--- src/include/rv_decode_defs.svh ---
`ifndef RV_DECODE_DEFS_SVH
`define RV_DECODE_DEFS_SVH

// --------------------
// datapath widths
// --------------------
`define XLEN 32
`define REG_IDX_W 5

// --------------------
// flow control
// --------------------

// issue queue entries
// the source also starts with one credit per entry
`define DEC_QUEUE_DEPTH 4

// credits held by the execute stage after reset
`define DEC_DOWN_CREDITS 2

`endif

--- src/hdl/rv_isa_pkg.sv ---
`include "rv_decode_defs.svh"

package rv_isa_pkg;

    // major opcodes of the base integer set
    typedef enum logic [6:0] {
        OPC_LUI    = 7'b0110111,
        OPC_AUIPC  = 7'b0010111,
        OPC_JAL    = 7'b1101111,
        OPC_JALR   = 7'b1100111,
        OPC_BRANCH = 7'b1100011,
        OPC_LOAD   = 7'b0000011,
        OPC_STORE  = 7'b0100011,
        OPC_OP_IMM = 7'b0010011,
        OPC_OP     = 7'b0110011
    } opcode_e;

    // --------------------
    // funct3 per class
    // --------------------
    localparam logic [2:0] F3_JALR = 3'b000;

    typedef enum logic [2:0] {
        F3_BEQ  = 3'b000,
        F3_BNE  = 3'b001,
        F3_BLT  = 3'b100,
        F3_BGE  = 3'b101,
        F3_BLTU = 3'b110,
        F3_BGEU = 3'b111
    } branch_f3_e;

    typedef enum logic [2:0] {
        F3_LB  = 3'b000,
        F3_LH  = 3'b001,
        F3_LW  = 3'b010,
        F3_LBU = 3'b100,
        F3_LHU = 3'b101
    } load_f3_e;

    typedef enum logic [2:0] {
        F3_SB = 3'b000,
        F3_SH = 3'b001,
        F3_SW = 3'b010
    } store_f3_e;

    // shared by OP and OP-IMM, F3_SR covers both right shifts
    typedef enum logic [2:0] {
        F3_ADD  = 3'b000,
        F3_SLL  = 3'b001,
        F3_SLT  = 3'b010,
        F3_SLTU = 3'b011,
        F3_XOR  = 3'b100,
        F3_SR   = 3'b101,
        F3_OR   = 3'b110,
        F3_AND  = 3'b111
    } alu_f3_e;

    typedef enum logic [2:0] {
        F3_MUL    = 3'b000,
        F3_MULH   = 3'b001,
        F3_MULHSU = 3'b010,
        F3_MULHU  = 3'b011,
        F3_DIV    = 3'b100,
        F3_DIVU   = 3'b101,
        F3_REM    = 3'b110,
        F3_REMU   = 3'b111
    } muldiv_f3_e;

    // --------------------
    // funct7
    // --------------------
    localparam logic [6:0] F7_BASE   = 7'b0000000;
    localparam logic [6:0] F7_ALT    = 7'b0100000;
    localparam logic [6:0] F7_MULDIV = 7'b0000001;

    // field view of a 32-bit instruction word
    typedef struct packed {
        logic [6:0]            funct7;
        logic [`REG_IDX_W-1:0] rs2;
        logic [`REG_IDX_W-1:0] rs1;
        logic [2:0]            funct3;
        logic [`REG_IDX_W-1:0] rd;
        opcode_e               opcode;
    } instr_fields_t;

endpackage

--- src/hdl/rv_decode_pkg.sv ---
`include "rv_decode_defs.svh"

package rv_decode_pkg;

    // one code per instruction the ALU sees
    typedef enum logic [5:0] {
        ALU_NONE,
        ALU_LUI, ALU_AUIPC, ALU_JAL, ALU_JALR,
        ALU_BEQ, ALU_BNE, ALU_BLT, ALU_BGE, ALU_BLTU, ALU_BGEU,
        ALU_ADDI, ALU_SLTI, ALU_SLTIU, ALU_XORI, ALU_ORI, ALU_ANDI,
        ALU_SLLI, ALU_SRLI, ALU_SRAI,
        ALU_ADD, ALU_SUB, ALU_SLL, ALU_SLT, ALU_SLTU,
        ALU_XOR, ALU_SRL, ALU_SRA, ALU_OR, ALU_AND,
        ALU_MUL, ALU_MULH, ALU_MULHSU, ALU_MULHU,
        ALU_DIV, ALU_DIVU, ALU_REM, ALU_REMU
    } alu_op_e;

    typedef enum logic [2:0] {
        BRA_NONE,
        BRA_BEQ,
        BRA_BNE,
        BRA_BLT,
        BRA_BGE,
        BRA_BLTU,
        BRA_BGEU
    } bra_op_e;

    // nine codes, so four bits
    typedef enum logic [3:0] {
        MEM_NONE,
        MEM_LB,
        MEM_LH,
        MEM_LW,
        MEM_LBU,
        MEM_LHU,
        MEM_SB,
        MEM_SH,
        MEM_SW
    } mem_op_e;

    typedef enum logic [2:0] {
        IMM_NONE,
        IMM_I,
        IMM_S,
        IMM_B,
        IMM_U,
        IMM_J,
        IMM_SHAMT
    } imm_fmt_e;

    // --------------------
    // decode result
    // --------------------
    typedef struct packed {
        logic                  en_alu;
        logic                  en_branch;
        logic                  en_mem;
        alu_op_e               alu_op;
        bra_op_e               bra_op;
        mem_op_e               mem_op;
        logic                  mem_read;
        logic                  mem_write;
        logic                  rs1_read;
        logic                  rs2_read;
        logic                  rd_write;
        logic [`REG_IDX_W-1:0] rs1;
        logic [`REG_IDX_W-1:0] rs2;
        logic [`REG_IDX_W-1:0] rd;
        logic [`XLEN-1:0]      imm;
    } decoded_t;

endpackage

--- src/hdl/rv_imm_gen.sv ---
`timescale 1ns/10ps
`include "rv_decode_defs.svh"

module rv_imm_gen (
    input  logic [`XLEN-1:0]      instr_i,
    input  rv_decode_pkg::imm_fmt_e fmt_i,
    output logic [`XLEN-1:0]      imm_o
);

    import rv_decode_pkg::*;

    // sign comes from bit 31 in every format except the shift amount
    always_comb begin
        case (fmt_i)
            IMM_I: begin
                imm_o = {{(`XLEN-11){instr_i[31]}}, instr_i[30:20]};
            end
            IMM_S: begin
                imm_o = {{(`XLEN-11){instr_i[31]}}, instr_i[30:25], instr_i[11:7]};
            end
            IMM_B: begin
                imm_o = {{(`XLEN-12){instr_i[31]}}, instr_i[7], instr_i[30:25],
                         instr_i[11:8], 1'b0};
            end
            IMM_U: begin
                imm_o = {instr_i[31:12], 12'b0};
            end
            IMM_J: begin
                imm_o = {{(`XLEN-20){instr_i[31]}}, instr_i[19:12], instr_i[20],
                         instr_i[30:21], 1'b0};
            end
            // shamt is unsigned
            IMM_SHAMT: begin
                imm_o = {{(`XLEN-5){1'b0}}, instr_i[24:20]};
            end
            default: begin
                imm_o = '0;
            end
        endcase
    end

endmodule

--- src/hdl/rv_decode_stage.sv ---
`timescale 1ns/10ps
`include "rv_decode_defs.svh"

module rv_decode_stage (
    input  logic                    clk_i,
    input  logic                    rst_i,
    input  logic                    instr_valid_i,
    input  logic [`XLEN-1:0]        instr_i,
    output logic                    stage_valid_o,
    output rv_decode_pkg::decoded_t stage_dec_o
);

    import rv_isa_pkg::*;
    import rv_decode_pkg::*;

    // instruction classes, each fixes the flags and immediate format
    typedef enum logic [3:0] {
        CLS_NONE,
        CLS_U,
        CLS_J,
        CLS_IMM,
        CLS_SHIFT,
        CLS_BR,
        CLS_LD,
        CLS_ST,
        CLS_REG
    } cls_e;

    typedef struct packed {
        cls_e    cls;
        alu_op_e alu;
        bra_op_e bra;
        mem_op_e mem;
    } row_t;

    logic             valid_q;
    logic [`XLEN-1:0] instr_q;
    instr_fields_t    fields;
    row_t             row;
    imm_fmt_e         fmt;
    logic [`XLEN-1:0] imm;

    // --------------------
    // input register
    // --------------------
    always_ff @(posedge clk_i) begin
        if (rst_i) begin
            valid_q <= 1'b0;
        end else begin
            valid_q <= instr_valid_i;
        end
    end

    always_ff @(posedge clk_i) begin
        if (instr_valid_i) begin
            instr_q <= instr_i;
        end
    end

    assign fields        = instr_fields_t'(instr_q);
    assign stage_valid_o = valid_q;

    // --------------------
    // classification
    // --------------------
    always_comb begin
        row = '{CLS_NONE, ALU_NONE, BRA_NONE, MEM_NONE};
        casez ({fields.funct7, fields.funct3, fields.opcode})
            {7'b???????, 3'b???, OPC_LUI}:      row = '{CLS_U, ALU_LUI, BRA_NONE, MEM_NONE};
            {7'b???????, 3'b???, OPC_AUIPC}:    row = '{CLS_U, ALU_AUIPC, BRA_NONE, MEM_NONE};
            {7'b???????, 3'b???, OPC_JAL}:      row = '{CLS_J, ALU_JAL, BRA_NONE, MEM_NONE};
            {7'b???????, F3_JALR, OPC_JALR}:    row = '{CLS_IMM, ALU_JALR, BRA_NONE, MEM_NONE};

            {7'b???????, F3_BEQ, OPC_BRANCH}:   row = '{CLS_BR, ALU_BEQ, BRA_BEQ, MEM_NONE};
            {7'b???????, F3_BNE, OPC_BRANCH}:   row = '{CLS_BR, ALU_BNE, BRA_BNE, MEM_NONE};
            {7'b???????, F3_BLT, OPC_BRANCH}:   row = '{CLS_BR, ALU_BLT, BRA_BLT, MEM_NONE};
            {7'b???????, F3_BGE, OPC_BRANCH}:   row = '{CLS_BR, ALU_BGE, BRA_BGE, MEM_NONE};
            {7'b???????, F3_BLTU, OPC_BRANCH}:  row = '{CLS_BR, ALU_BLTU, BRA_BLTU, MEM_NONE};
            {7'b???????, F3_BGEU, OPC_BRANCH}:  row = '{CLS_BR, ALU_BGEU, BRA_BGEU, MEM_NONE};

            {7'b???????, F3_LB, OPC_LOAD}:      row = '{CLS_LD, ALU_NONE, BRA_NONE, MEM_LB};
            {7'b???????, F3_LH, OPC_LOAD}:      row = '{CLS_LD, ALU_NONE, BRA_NONE, MEM_LH};
            {7'b???????, F3_LW, OPC_LOAD}:      row = '{CLS_LD, ALU_NONE, BRA_NONE, MEM_LW};
            {7'b???????, F3_LBU, OPC_LOAD}:     row = '{CLS_LD, ALU_NONE, BRA_NONE, MEM_LBU};
            {7'b???????, F3_LHU, OPC_LOAD}:     row = '{CLS_LD, ALU_NONE, BRA_NONE, MEM_LHU};
            {7'b???????, F3_SB, OPC_STORE}:     row = '{CLS_ST, ALU_NONE, BRA_NONE, MEM_SB};
            {7'b???????, F3_SH, OPC_STORE}:     row = '{CLS_ST, ALU_NONE, BRA_NONE, MEM_SH};
            {7'b???????, F3_SW, OPC_STORE}:     row = '{CLS_ST, ALU_NONE, BRA_NONE, MEM_SW};

            {7'b???????, F3_ADD, OPC_OP_IMM}:   row = '{CLS_IMM, ALU_ADDI, BRA_NONE, MEM_NONE};
            {7'b???????, F3_SLT, OPC_OP_IMM}:   row = '{CLS_IMM, ALU_SLTI, BRA_NONE, MEM_NONE};
            {7'b???????, F3_SLTU, OPC_OP_IMM}:  row = '{CLS_IMM, ALU_SLTIU, BRA_NONE, MEM_NONE};
            {7'b???????, F3_XOR, OPC_OP_IMM}:   row = '{CLS_IMM, ALU_XORI, BRA_NONE, MEM_NONE};
            {7'b???????, F3_OR, OPC_OP_IMM}:    row = '{CLS_IMM, ALU_ORI, BRA_NONE, MEM_NONE};
            {7'b???????, F3_AND, OPC_OP_IMM}:   row = '{CLS_IMM, ALU_ANDI, BRA_NONE, MEM_NONE};
            {F7_BASE, F3_SLL, OPC_OP_IMM}:      row = '{CLS_SHIFT, ALU_SLLI, BRA_NONE, MEM_NONE};
            {F7_BASE, F3_SR, OPC_OP_IMM}:       row = '{CLS_SHIFT, ALU_SRLI, BRA_NONE, MEM_NONE};
            {F7_ALT, F3_SR, OPC_OP_IMM}:        row = '{CLS_SHIFT, ALU_SRAI, BRA_NONE, MEM_NONE};

            {F7_BASE, F3_ADD, OPC_OP}:          row = '{CLS_REG, ALU_ADD, BRA_NONE, MEM_NONE};
            {F7_ALT, F3_ADD, OPC_OP}:           row = '{CLS_REG, ALU_SUB, BRA_NONE, MEM_NONE};
            {F7_BASE, F3_SLL, OPC_OP}:          row = '{CLS_REG, ALU_SLL, BRA_NONE, MEM_NONE};
            {F7_BASE, F3_SLT, OPC_OP}:          row = '{CLS_REG, ALU_SLT, BRA_NONE, MEM_NONE};
            {F7_BASE, F3_SLTU, OPC_OP}:         row = '{CLS_REG, ALU_SLTU, BRA_NONE, MEM_NONE};
            {F7_BASE, F3_XOR, OPC_OP}:          row = '{CLS_REG, ALU_XOR, BRA_NONE, MEM_NONE};
            {F7_BASE, F3_SR, OPC_OP}:           row = '{CLS_REG, ALU_SRL, BRA_NONE, MEM_NONE};
            {F7_ALT, F3_SR, OPC_OP}:            row = '{CLS_REG, ALU_SRA, BRA_NONE, MEM_NONE};
            {F7_BASE, F3_OR, OPC_OP}:           row = '{CLS_REG, ALU_OR, BRA_NONE, MEM_NONE};
            {F7_BASE, F3_AND, OPC_OP}:          row = '{CLS_REG, ALU_AND, BRA_NONE, MEM_NONE};

            // M extension
            {F7_MULDIV, F3_MUL, OPC_OP}:        row = '{CLS_REG, ALU_MUL, BRA_NONE, MEM_NONE};
            {F7_MULDIV, F3_MULH, OPC_OP}:       row = '{CLS_REG, ALU_MULH, BRA_NONE, MEM_NONE};
            {F7_MULDIV, F3_MULHSU, OPC_OP}:     row = '{CLS_REG, ALU_MULHSU, BRA_NONE, MEM_NONE};
            {F7_MULDIV, F3_MULHU, OPC_OP}:      row = '{CLS_REG, ALU_MULHU, BRA_NONE, MEM_NONE};
            {F7_MULDIV, F3_DIV, OPC_OP}:        row = '{CLS_REG, ALU_DIV, BRA_NONE, MEM_NONE};
            {F7_MULDIV, F3_DIVU, OPC_OP}:       row = '{CLS_REG, ALU_DIVU, BRA_NONE, MEM_NONE};
            {F7_MULDIV, F3_REM, OPC_OP}:        row = '{CLS_REG, ALU_REM, BRA_NONE, MEM_NONE};
            {F7_MULDIV, F3_REMU, OPC_OP}:       row = '{CLS_REG, ALU_REMU, BRA_NONE, MEM_NONE};
            default: begin
                row = '{CLS_NONE, ALU_NONE, BRA_NONE, MEM_NONE};
            end
        endcase
    end

    // immediate format per class
    always_comb begin
        case (row.cls)
            CLS_U:           fmt = IMM_U;
            CLS_J:           fmt = IMM_J;
            CLS_IMM, CLS_LD: fmt = IMM_I;
            CLS_SHIFT:       fmt = IMM_SHAMT;
            CLS_BR:          fmt = IMM_B;
            CLS_ST:          fmt = IMM_S;
            default:         fmt = IMM_NONE;
        endcase
    end

    rv_imm_gen rv_imm_gen_i (
        .instr_i (instr_q),
        .fmt_i   (fmt),
        .imm_o   (imm)
    );

    // --------------------
    // flags and fields
    // --------------------
    always_comb begin
        stage_dec_o           = '0;
        stage_dec_o.en_alu    = (row.cls != CLS_NONE);
        stage_dec_o.en_branch = (row.cls == CLS_BR);
        stage_dec_o.en_mem    = (row.cls inside {CLS_LD, CLS_ST});
        stage_dec_o.alu_op    = row.alu;
        stage_dec_o.bra_op    = row.bra;
        stage_dec_o.mem_op    = row.mem;
        stage_dec_o.mem_read  = (row.cls == CLS_LD);
        stage_dec_o.mem_write = (row.cls == CLS_ST);
        stage_dec_o.rs1_read  = (row.cls inside {CLS_IMM, CLS_SHIFT, CLS_BR,
                                                 CLS_LD, CLS_ST, CLS_REG});
        stage_dec_o.rs2_read  = (row.cls inside {CLS_BR, CLS_ST, CLS_REG});
        stage_dec_o.rd_write  = (row.cls inside {CLS_U, CLS_J, CLS_IMM,
                                                 CLS_SHIFT, CLS_LD, CLS_REG});
        // unknown encodings keep zero indices too
        if (row.cls != CLS_NONE) begin
            stage_dec_o.rs1 = fields.rs1;
            stage_dec_o.rs2 = fields.rs2;
            stage_dec_o.rd  = fields.rd;
        end
        stage_dec_o.imm = imm;
    end

endmodule

--- src/hdl/rv_issue_queue.sv ---
`timescale 1ns/10ps
`include "rv_decode_defs.svh"

module rv_issue_queue #(
    parameter int DEPTH        = `DEC_QUEUE_DEPTH,
    parameter int DOWN_CREDITS = `DEC_DOWN_CREDITS
) (
    input  logic                    clk_i,
    input  logic                    rst_i,
    input  logic                    wr_valid_i,
    input  rv_decode_pkg::decoded_t wr_dec_i,
    output logic                    credit_o,
    output logic                    dec_valid_o,
    output rv_decode_pkg::decoded_t dec_o,
    input  logic                    down_credit_i
);

    import rv_decode_pkg::*;

    localparam int PTR_W = (DEPTH > 1) ? $clog2(DEPTH) : 1;
    localparam int CNT_W = $clog2(DEPTH + 1);
    localparam int CRD_W = $clog2(DOWN_CREDITS + 1);

    decoded_t         mem_q [DEPTH];
    decoded_t         out_q;
    logic             out_valid_q;
    logic [PTR_W-1:0] wr_ptr_q;
    logic [PTR_W-1:0] rd_ptr_q;
    logic [CNT_W-1:0] count_q;
    logic [CRD_W-1:0] down_cnt_q;
    logic             pop;

    function automatic logic [PTR_W-1:0] next_ptr(input logic [PTR_W-1:0] ptr);
        if (ptr == PTR_W'(DEPTH - 1)) begin
            return '0;
        end
        return ptr + 1'b1;
    endfunction

    // head leaves only while the execute stage holds a credit
    assign pop = (count_q != '0) && (down_cnt_q != '0);

    // --------------------
    // storage
    // --------------------
    always_ff @(posedge clk_i) begin
        if (wr_valid_i) begin
            mem_q[wr_ptr_q] <= wr_dec_i;
        end
        if (pop) begin
            out_q <= mem_q[rd_ptr_q];
        end
    end

    // --------------------
    // pointers and credits
    // --------------------
    always_ff @(posedge clk_i) begin
        if (rst_i) begin
            wr_ptr_q    <= '0;
            rd_ptr_q    <= '0;
            count_q     <= '0;
            down_cnt_q  <= CRD_W'(DOWN_CREDITS);
            out_valid_q <= 1'b0;
        end else begin
            if (wr_valid_i) begin
                wr_ptr_q <= next_ptr(wr_ptr_q);
            end
            if (pop) begin
                rd_ptr_q <= next_ptr(rd_ptr_q);
            end
            count_q     <= count_q + CNT_W'(wr_valid_i) - CNT_W'(pop);
            // return and spend may land in the same cycle
            down_cnt_q  <= down_cnt_q + CRD_W'(down_credit_i) - CRD_W'(pop);
            out_valid_q <= pop;
        end
    end

    // a popped slot goes back to the source with the entry
    assign dec_valid_o = out_valid_q;
    assign credit_o    = out_valid_q;
    assign dec_o       = out_q;

endmodule

--- src/hdl/rv32im_decode_unit.sv ---
`timescale 1ns/10ps
`include "rv_decode_defs.svh"

module rv32im_decode_unit #(
    parameter int DOWN_CREDITS = `DEC_DOWN_CREDITS
) (
    input  logic                    clk_i,
    input  logic                    rst_i,
    input  logic                    instr_valid_i,
    input  logic [`XLEN-1:0]        instr_i,
    output logic                    credit_o,
    output logic                    dec_valid_o,
    output rv_decode_pkg::decoded_t dec_o,
    input  logic                    down_credit_i
);

    import rv_decode_pkg::*;

    // decode stage to queue
    logic     stage_valid;
    decoded_t stage_dec;

    rv_decode_stage rv_decode_stage_i (
        .clk_i         (clk_i),
        .rst_i         (rst_i),
        .instr_valid_i (instr_valid_i),
        .instr_i       (instr_i),
        .stage_valid_o (stage_valid),
        .stage_dec_o   (stage_dec)
    );

    // source credits guarantee a free slot, so no stall path
    rv_issue_queue #(
        .DEPTH        (`DEC_QUEUE_DEPTH),
        .DOWN_CREDITS (DOWN_CREDITS)
    ) rv_issue_queue_i (
        .clk_i         (clk_i),
        .rst_i         (rst_i),
        .wr_valid_i    (stage_valid),
        .wr_dec_i      (stage_dec),
        .credit_o      (credit_o),
        .dec_valid_o   (dec_valid_o),
        .dec_o         (dec_o),
        .down_credit_i (down_credit_i)
    );

endmodule

--- config.mk ---
export PLATFORM = sky130hd
export DESIGN_NAME = rv32im_decode_unit
export DESIGN_NICKNAME = d
export VERILOG_FILES = /design/src/hdl/rv_isa_pkg.sv /design/src/hdl/rv_decode_pkg.sv /design/src/hdl/rv_imm_gen.sv /design/src/hdl/rv_decode_stage.sv /design/src/hdl/rv_issue_queue.sv /design/src/hdl/rv32im_decode_unit.sv
export VERILOG_INCLUDE_DIRS = /design/src /design/src/include
export SDC_FILE = /design/constraint.sdc
export NUM_CORES = 1
export LEC_CHECK = 0
export ABC_AREA = 1
export BUFFER_PORTS_ARGS = -buffer_cell sky130_fd_sc_hd__buf_2
export CAP_MARGIN = 20
export CORE_ASPECT_RATIO = 0.9
export CORE_UTILIZATION = 55
export DETAILED_ROUTE_END_ITERATION = 16
export GPL_ROUTABILITY_DRIVEN = 0
export PLACE_DENSITY = 0.73
export SLEW_MARGIN = 20
export SYNTH_ARGS = -nofsm -noshare
export SYNTH_HDL_FRONTEND = slang
export SYNTH_HIERARCHICAL = 1
export SYNTH_SLANG_ARGS = --single-unit
--- constraint.sdc ---
create_clock -name clk_i -period 5.3 [get_ports clk_i]
set_input_delay 1.06 -clock clk_i [delete_from_list [all_inputs] [get_ports clk_i]]
set_output_delay 1.06 -clock clk_i [all_outputs]
set_load 0.01 [all_outputs]
==> metrics.yaml, run 1 <==
global_routing:
  met1_usage_pct: 31.2
  gr-total-overflow: 0
  grt_pass1_vias: 9129
  top_usage_layer: "met2"
  grt_max_degree: 96
  use_met2_pct: 36.8
  use_met3_pct: 4.64
  grt_pass1_wl_um: 51000
  grt_usage_pct: 22.7
  antenna_found_initial: 0
synth:
  netlist_area_um2: 16000
  synthFlopType: "edfxtp_1"
  synth_xor_area_share_pct: 0.110
  synth_fa_ha_area_share_pct: 0.675
  synth_compound_area_share_pct: 9.61
  synth_nets: 1233
  synth_edf_count: 372
  ys_warn_count: 6
  synth_mux_area_share_pct: 0
  ys_types: 42
  synthCells: 1189
  synth_area_leader_cell: "edfxtp_1"
  synth_top_family_by_area: "simple AND/OR/NAND/NOR gates"
  avgSynthCellArea_um2: 13.4
  synth_top_area_share_pct: 70.0
  synthArstFlopShare_pct: 0
  synthTopCellsByArea: "edfxtp_1, o21ai_0, nor2_1"
  seq_area_frac_synth_pct: 71.4
  ys_ff_latch: 383
  synthSimpleGateAreaFrac_pct: 13.9
timing:
  setup_violations: 0
  period_minus_slack_ns: 3.52
  worstMarginPinSlew_ns: 0.948
  period_share_pct: 66.4
  finalHoldViolCount: 0
  max_freq_mhz: 284
  fin_setup_tns_ns: 0
  drv_slew: 0
  fin_skew_ns: 0.0167
  rsz0062_at_grt: "no"
  slew_headroom_pct: 36.8
detailed_routing:
  drt-initial-drc-count: 1144
  post_drt_wl_per_cell_um: 19.9
  ant_nets: 0
  num_vias: 9737
  routed_wl_um: 33400
  drc: 0
  vias_per_cell: 5.79
  dr.pass1.iters: 8
critical_path:
  rr_endpoint: "rv_issue_queue_i/mem_q[0][13]"
  crit_slowest_cell: "o21ai_1"
  crit_buf_inv: 1
  reg2reg_from: "rv_decode_stage_i/fields[12]"
  endpoint_kind: "flip-flop"
  crit_type: "reg2reg"
  endpoint: "rv_issue_queue_i/mem_q[0][13]"
  critPathLaunchType: "flip-flop"
  worstPathArrival_ns: 3.70
  slowest_delay_ns: 0.61
  cp_max_fo: 9
  startpoint: "rv_decode_stage_i/fields[12]"
  crit_top_cell: "nor2_1"
  rr_worst_depth: 13
  critPathTopFamily: "simple AND/OR/NAND/NOR gates"
  ff2ff_setup_slack_ns: 1.78
  cp.required_ns: 5.48
  path_cells: "inv_1 -> nor2_1 -> nand2_1 -> nor2_1 -> nand3_1 -> nand3_1 -> nor2_1 -> nand3_2 -> nor2_4 -> nand2_1 -> nand4_1 -> o21ai_1 -> o21ai_0"
  path_depth: 13
clocking:
  cts_root_buffer: "clkbuf_16"
  cts_buffer_depth: 3
  holdBufCountCts: 0
  insertion_delay_ns: 0.53
  htree_levels: 2
  tritoncts: "yes"
  cts_inserted_buffers: 39
  post_cts_resized: 0
  clk_pin_slew_ns: 0.06
  post-cts-setup-buffer-count: 0
  cts_num_sinks: 383
floorplan:
  num_io_pins: 106
  die_area_um2: 29700
  initial_core_util_pct: 56.5
  die_h_um: 164
  fp-row-count: 58
  core_um2: 28200
  die-width_um: 182
run_status:
  status: "finished, final reports clean"
layout:
  nFillCells: 2053
  stdcell_area_um2: 17800
  area_growth_pct: 11.5
  final_common_cell: "edfxtp_1"
  drive_gt1_share_pct: 23.0
  nets: 1338
  final_cell_mix: "edfxtp_1, nor2_1, o21ai_0"
  final_core_util_pct: 63.0
  antenna_cells: 0
worst_hold_path:
  min_from: "rv_issue_queue_i/count_q[2]"
  hold_path.class: "reg2reg"
job:
  drv_cap: 0
power_and_ir_drop:
  power_density_nw_per_um2: 488
  ir_drop_uv: 290
  p_leak_uw: 0.00638
placement:
  placed_cell_area_um2: 16600
  dp.final_hpwl_um: 20300
  numPortBuffers: 105
-- synth_stat cells, drive strengths merged (2+ instances only) --
| library cell | instances |
|---|---|
| a21oi | 6 |
| and3 | 2 |
| buf | 31 |
| clkbuf | 21 |
| dfxtp | 11 |
| edfxtp | 372 |
| ha | 7 |
| inv | 78 |
| nand2 | 104 |
| nand3 | 71 |
| nand4 | 10 |
| nor2 | 231 |
| nor3 | 9 |
| nor4 | 2 |
| o21ai | 155 |
| o22ai | 68 |
| xnor2 | 2 |
-- state kept, by name (all words and copies together) (netlist names) --
register                         cells
rv_issue_queue_i/count_q             3
rv_issue_queue_i/credit_o            1
rv_issue_queue_i/wr_ptr_q            2
rv_issue_queue_i/dec_o              68
rv_decode_stage_i/stage_valid_o      1
rv_issue_queue_i/rd_ptr_q            2
rv_issue_queue_i/mem_q             272
rv_decode_stage_i/fields            32
rv_issue_queue_i/down_cnt_q          2
-- worst min-delay path, cell delays in order, from the launching register on --
cell and delay, ns:
dfxtp_1 0.30, inv_1 0.08, a21oi_1 0.06
-- routing by layer --
layer / vias up / share of wire (%)
met5: - / 0
met4: 0 / 2.3
met3: 57 / 8.3
met2: 434 / 47
met1: 4741 / 42
li1: 4505 / -
-- power breakdown --
part / total (uW) / internal (uW) / switching, uW / leakage, uW
logic: 2130 / 674 / 1460 / 0.00229
registers: 4060 / 3880 / 179 / 0.00353
clock network: 2490 / 1410 / 1090 / 0.000556
total: 8690 / 5960 / 2730 / 0.00638
-- area by class of cell --
cell class	count	area (um^2)	area share, %
multi-input cells	675	3880	21.8
flip-flops and latches	383	11400	64.0
clock inverters	18	119	0.668
repair buffers	116	621	3.49
well taps	360	450	2.53
inverters	79	312	1.75
clock buffers	50	1020	5.72
-- per-stage QoR --
stage / power [uW] / setup slack (ns) / std cells / hold WS (ns)
detailed placement: 6270 / 2.01 / 1612 / 0.471
floorplan: 5640 / 2.81 / 1189 / 0.444
finish: 8690 / 1.78 / 1681 / 0.480
global placement: 6220 / 2.04 / 1612 / 0.460
CTS: 8760 / 1.95 / 1680 / 0.483
global route: 9080 / 1.58 / 1681 / 0.522
-- kinds of logic after synthesis --
kind of cell / count (synthesis)
buffers and inverters: 131
AND/OR/NAND/NOR: 431
adder cells (fa/ha/maj): 8
flip-flops: 383
AO/OA/AOI/OAI: 234
XOR/XNOR: 2
-- worst min-delay path by stage --
stage / endpoint / slack (ns) / cells past startpoint
after floorplan: rv_issue_queue_i/count_q[2] / 0.44 / 2
after global placement: rv_issue_queue_i/count_q[2] / 0.46 / 2
after detailed placement: rv_issue_queue_i/count_q[2] / 0.47 / 2
after CTS: rv_issue_queue_i/count_q[2] / 0.48 / 2
after global routing: rv_issue_queue_i/count_q[2] / 0.52 / 2
final: rv_issue_queue_i/count_q[2] / 0.48 / 2
Power figures use the tool's default switching activity.
==> run 2, diff against run 1 <==
--- a/config.mk
+++ b/config.mk
@@ -6,14 +6,14 @@
 export SDC_FILE = /design/constraint.sdc
 export NUM_CORES = 1
 export LEC_CHECK = 0
-export ABC_AREA = 1
+export ABC_AREA = 0
 export BUFFER_PORTS_ARGS = -buffer_cell sky130_fd_sc_hd__buf_2
 export CAP_MARGIN = 20
 export CORE_ASPECT_RATIO = 0.9
-export CORE_UTILIZATION = 55
+export CORE_UTILIZATION = 54
 export DETAILED_ROUTE_END_ITERATION = 16
 export GPL_ROUTABILITY_DRIVEN = 0
-export PLACE_DENSITY = 0.73
+export PLACE_DENSITY = 0.75
 export SLEW_MARGIN = 20
 export SYNTH_ARGS = -nofsm -noshare
 export SYNTH_HDL_FRONTEND = slang
==> constraint.sdc (replaced) <==
create_clock -name clk_i -period 3 [get_ports clk_i]
set_input_delay 0.6 -clock clk_i [delete_from_list [all_inputs] [get_ports clk_i]]
set_output_delay 0.6 -clock clk_i [all_outputs]
set_load 0.01 [all_outputs]
==> run 2 against run 1 <==
Area after synthesis fell by 5.1%; clock skew grew 0.0014 ns; total power up 67%; synthesized cell count fell by 34%; sequential power increased by 75%; critical endpoint is now rv_issue_queue_i/mem_q[0][3].
==> metrics.yaml, run 2 <==
floorplan:
  die-width_um: 179
  core_um2: 27200
  die_h_um: 161
  fp-row-count: 57
  initial_core_util_pct: 55.6
  die_area_um2: 28700
  num_io_pins: 106
layout:
  top_register: "rv_issue_queue_i/mem_q"
  area_growth_pct: 16.5
  antenna_cells: 0
  nets: 990
  final_core_util_pct: 64.8
  nFillCells: 1836
  largest_reg_flops: 272
  drive_gt1_share_pct: 32.9
  layoutNonFillerInstCount: 1329
  final_cell_mix: "edfxtp_1, buf_2, mux4_2"
  final_common_cell: "edfxtp_1"
synth:
  synth_edf_count: 372
  avgSynthCellArea_um2: 19.2
  synthFlopType: "edfxtp_1"
  netlist_area_um2: 15100
  synth_top_cells_by_count: "edfxtp_1, mux4_2, nor2_1"
  ys_warn_count: 6
  yosysMostFrequentCell: "edfxtp_1"
  ys_ff_latch: 383
  synth_area_leader_cell: "edfxtp_1"
  synthTopCellsByArea: "edfxtp_1, mux4_2, dfxtp_1"
  synthArstFlopShare_pct: 0
  ys_types: 65
  synth_nets: 834
  seq_area_frac_synth_pct: 75.2
  synth_top_area_share_pct: 73.8
  synthCells: 790
timing:
  setup_violations: 0
  fin_ws_ns: 0.119
  period_minus_slack_ns: 2.88
  worstMarginPinSlew_ns: 0.893
  drv_slew: 0
  fin_skew_ns: 0.0181
  period_share_pct: 96.0
  holdWs_ns: 0.253
  rsz0062_at_grt: "yes"
  slew_headroom_pct: 40.5
  max_freq_mhz: 347
  finalHoldViolCount: 0
worst_hold_path:
  hold_path.class: "in2reg"
detailed_routing:
  dr.pass1.iters: 7
  drc: 0
  ant_nets: 0
  post_drt_wl_per_cell_um: 22.1
  num_vias: 7869
  routed_wl_um: 29400
  drt-initial-drc-count: 803
  vias_per_cell: 5.92
critical_path:
  cp_max_fo: 7
  reg2reg_from: "rv_decode_stage_i/fields[26]"
  path_cells: "or4_4 -> nor4_4 -> nand3_2 -> nor3b_4 -> xnor2_1 -> o21ai_1 -> buf_4 -> nor2b_4 -> buf_4 -> a22oi_1 -> o21ai_1"
  slowest_delay_ns: 0.58
  critPathLaunchType: "flip-flop"
  crit_type: "reg2reg"
  endpoint_kind: "flip-flop"
  crit_slowest_cell: "or4_4"
  rr_endpoint: "rv_issue_queue_i/mem_q[0][3]"
  ff2ff_setup_slack_ns: 0.12
  startpoint: "rv_decode_stage_i/fields[26]"
  rr_worst_depth: 11
  endpoint: "rv_issue_queue_i/mem_q[0][3]"
  cp.required_ns: 3.24
  worstPathArrival_ns: 3.12
clocking:
  cts_num_sinks: 383
  insertion_delay_ns: 0.52
  cts_inserted_buffers: 38
  tritoncts: "yes"
  holdBufCountCts: 0
  cts_buffer_depth: 3
  cts_root_buffer: "clkbuf_16"
  htree_levels: 2
  clk_pin_slew_ns: 0.06
placement:
  place_inst: 1257
  dp.final_hpwl_um: 17800
  numPortBuffers: 105
  pre_cts_slack_ns: -0.0808
global_routing:
  gr-total-overflow: 0
  grt_max_degree: 69
  antenna_found_initial: 0
  grt_pass1_wl_um: 45200
  grt_pass1_vias: 7809
  grt_usage_pct: 21.2
run_status:
  status: "finished, final reports clean"
power_and_ir_drop:
  power_density_nw_per_um2: 821
  ir_drop_uv: 658
  power_uw: 14500
  p_leak_uw: 0.00643
job:
  drv_cap: 0
## run 2: cell count changes in the layout (fill, tap and decap cells not counted), sizes merged, moves of 12 or more
cell | before | now
nand3 | 71 | 7
nor2 | 231 | 43
o21ai | 155 | 27
a21o | 0 | 12
nor2b | 0 | 18
buf | 116 | 153
inv | 82 | 13
and2 | 0 | 13
mux4 | 0 | 68
nand2 | 104 | 30
o22ai | 68 | 0
## run 2: logic make-up after synthesis
group	after synthesis	share of synthesized area [%]
mux	77	10.7
flops	383	75.2
buf+inv	49	1.97
compound gates	78	3.44
simple gates	191	7.72
fa+ha+maj	8	0.710
xor+xnor	4	0.231
## run 2: power breakdown
part | switching (uW) | internal (uW)
Sequential | 357 | 6740
Combinational | 1560 | 1290
Clock | 1880 | 2650
Total | 3800 | 10700
## run 2: worst min-delay path by stage
stage	start	cells past startpoint	slack (ns)	end
floorplan	rv_issue_queue_i/wr_ptr_q[1]	2	0.51	rv_issue_queue_i/wr_ptr_q[1]
global route	instr_i[5]	1	0.23	rv_decode_stage_i/fields[5]
CTS	instr_i[13]	1	0.23	rv_decode_stage_i/fields[13]
finish	instr_i[13]	1	0.25	rv_decode_stage_i/fields[13]
global placement	rv_issue_queue_i/count_q[2]	2	0.54	rv_issue_queue_i/count_q[2]
detailed placement	rv_issue_queue_i/count_q[2]	2	0.57	rv_issue_queue_i/count_q[2]
## run 2: routing by layer
| metal | wire length [um] | global-route usage [%] |
|---|---|---|
| met1 | 13000 | 31.9 |
| met2 | 13600 | 31.9 |
| met3 | 2170 | 3.43 |
| met4 | 735 | 6.78 |
| met5 | 0 | 0 |
## run 2: final cells by class
class | count | area [um^2] | share of cell area [%]
tap | 354 | 443 | 2.51
sequential | 383 | 11400 | 64.6
clock inverter | 24 | 200 | 1.13
clock buffer | 45 | 998 | 5.66
timing repair buffer | 153 | 1060 | 6.01
multi-input combinational | 358 | 3500 | 19.9
inverter | 12 | 45.0 | 0.255
## run 2: per-stage QoR
step / instance area [um^2] / setup TNS [ns]
final: 17600 / 0
after global routing: 17600 / -0.293
after CTS: 17600 / 0
after detailed placement: 16400 / -2.76
after global placement: 16400 / 0
after floorplan: 15100 / 0
## run 2: what timing repair did
action,4_1_cts,5_1_grt
resized for setup,2,25
cloned,0,0
endpoints found under the setup margin,112,128
pin swaps,0,1
buffers inserted,0,3
## run 2: critical path: cells and delay by family, from the launching register on
family | cells | cell delay [ns]
AO/OA/AOI/OAI | 3 | 0.45
AND/OR/NAND/NOR | 5 | 1.25
XOR/XNOR | 1 | 0.15
flip-flops | 1 | 0.41
buffers and inverters | 2 | 0.34
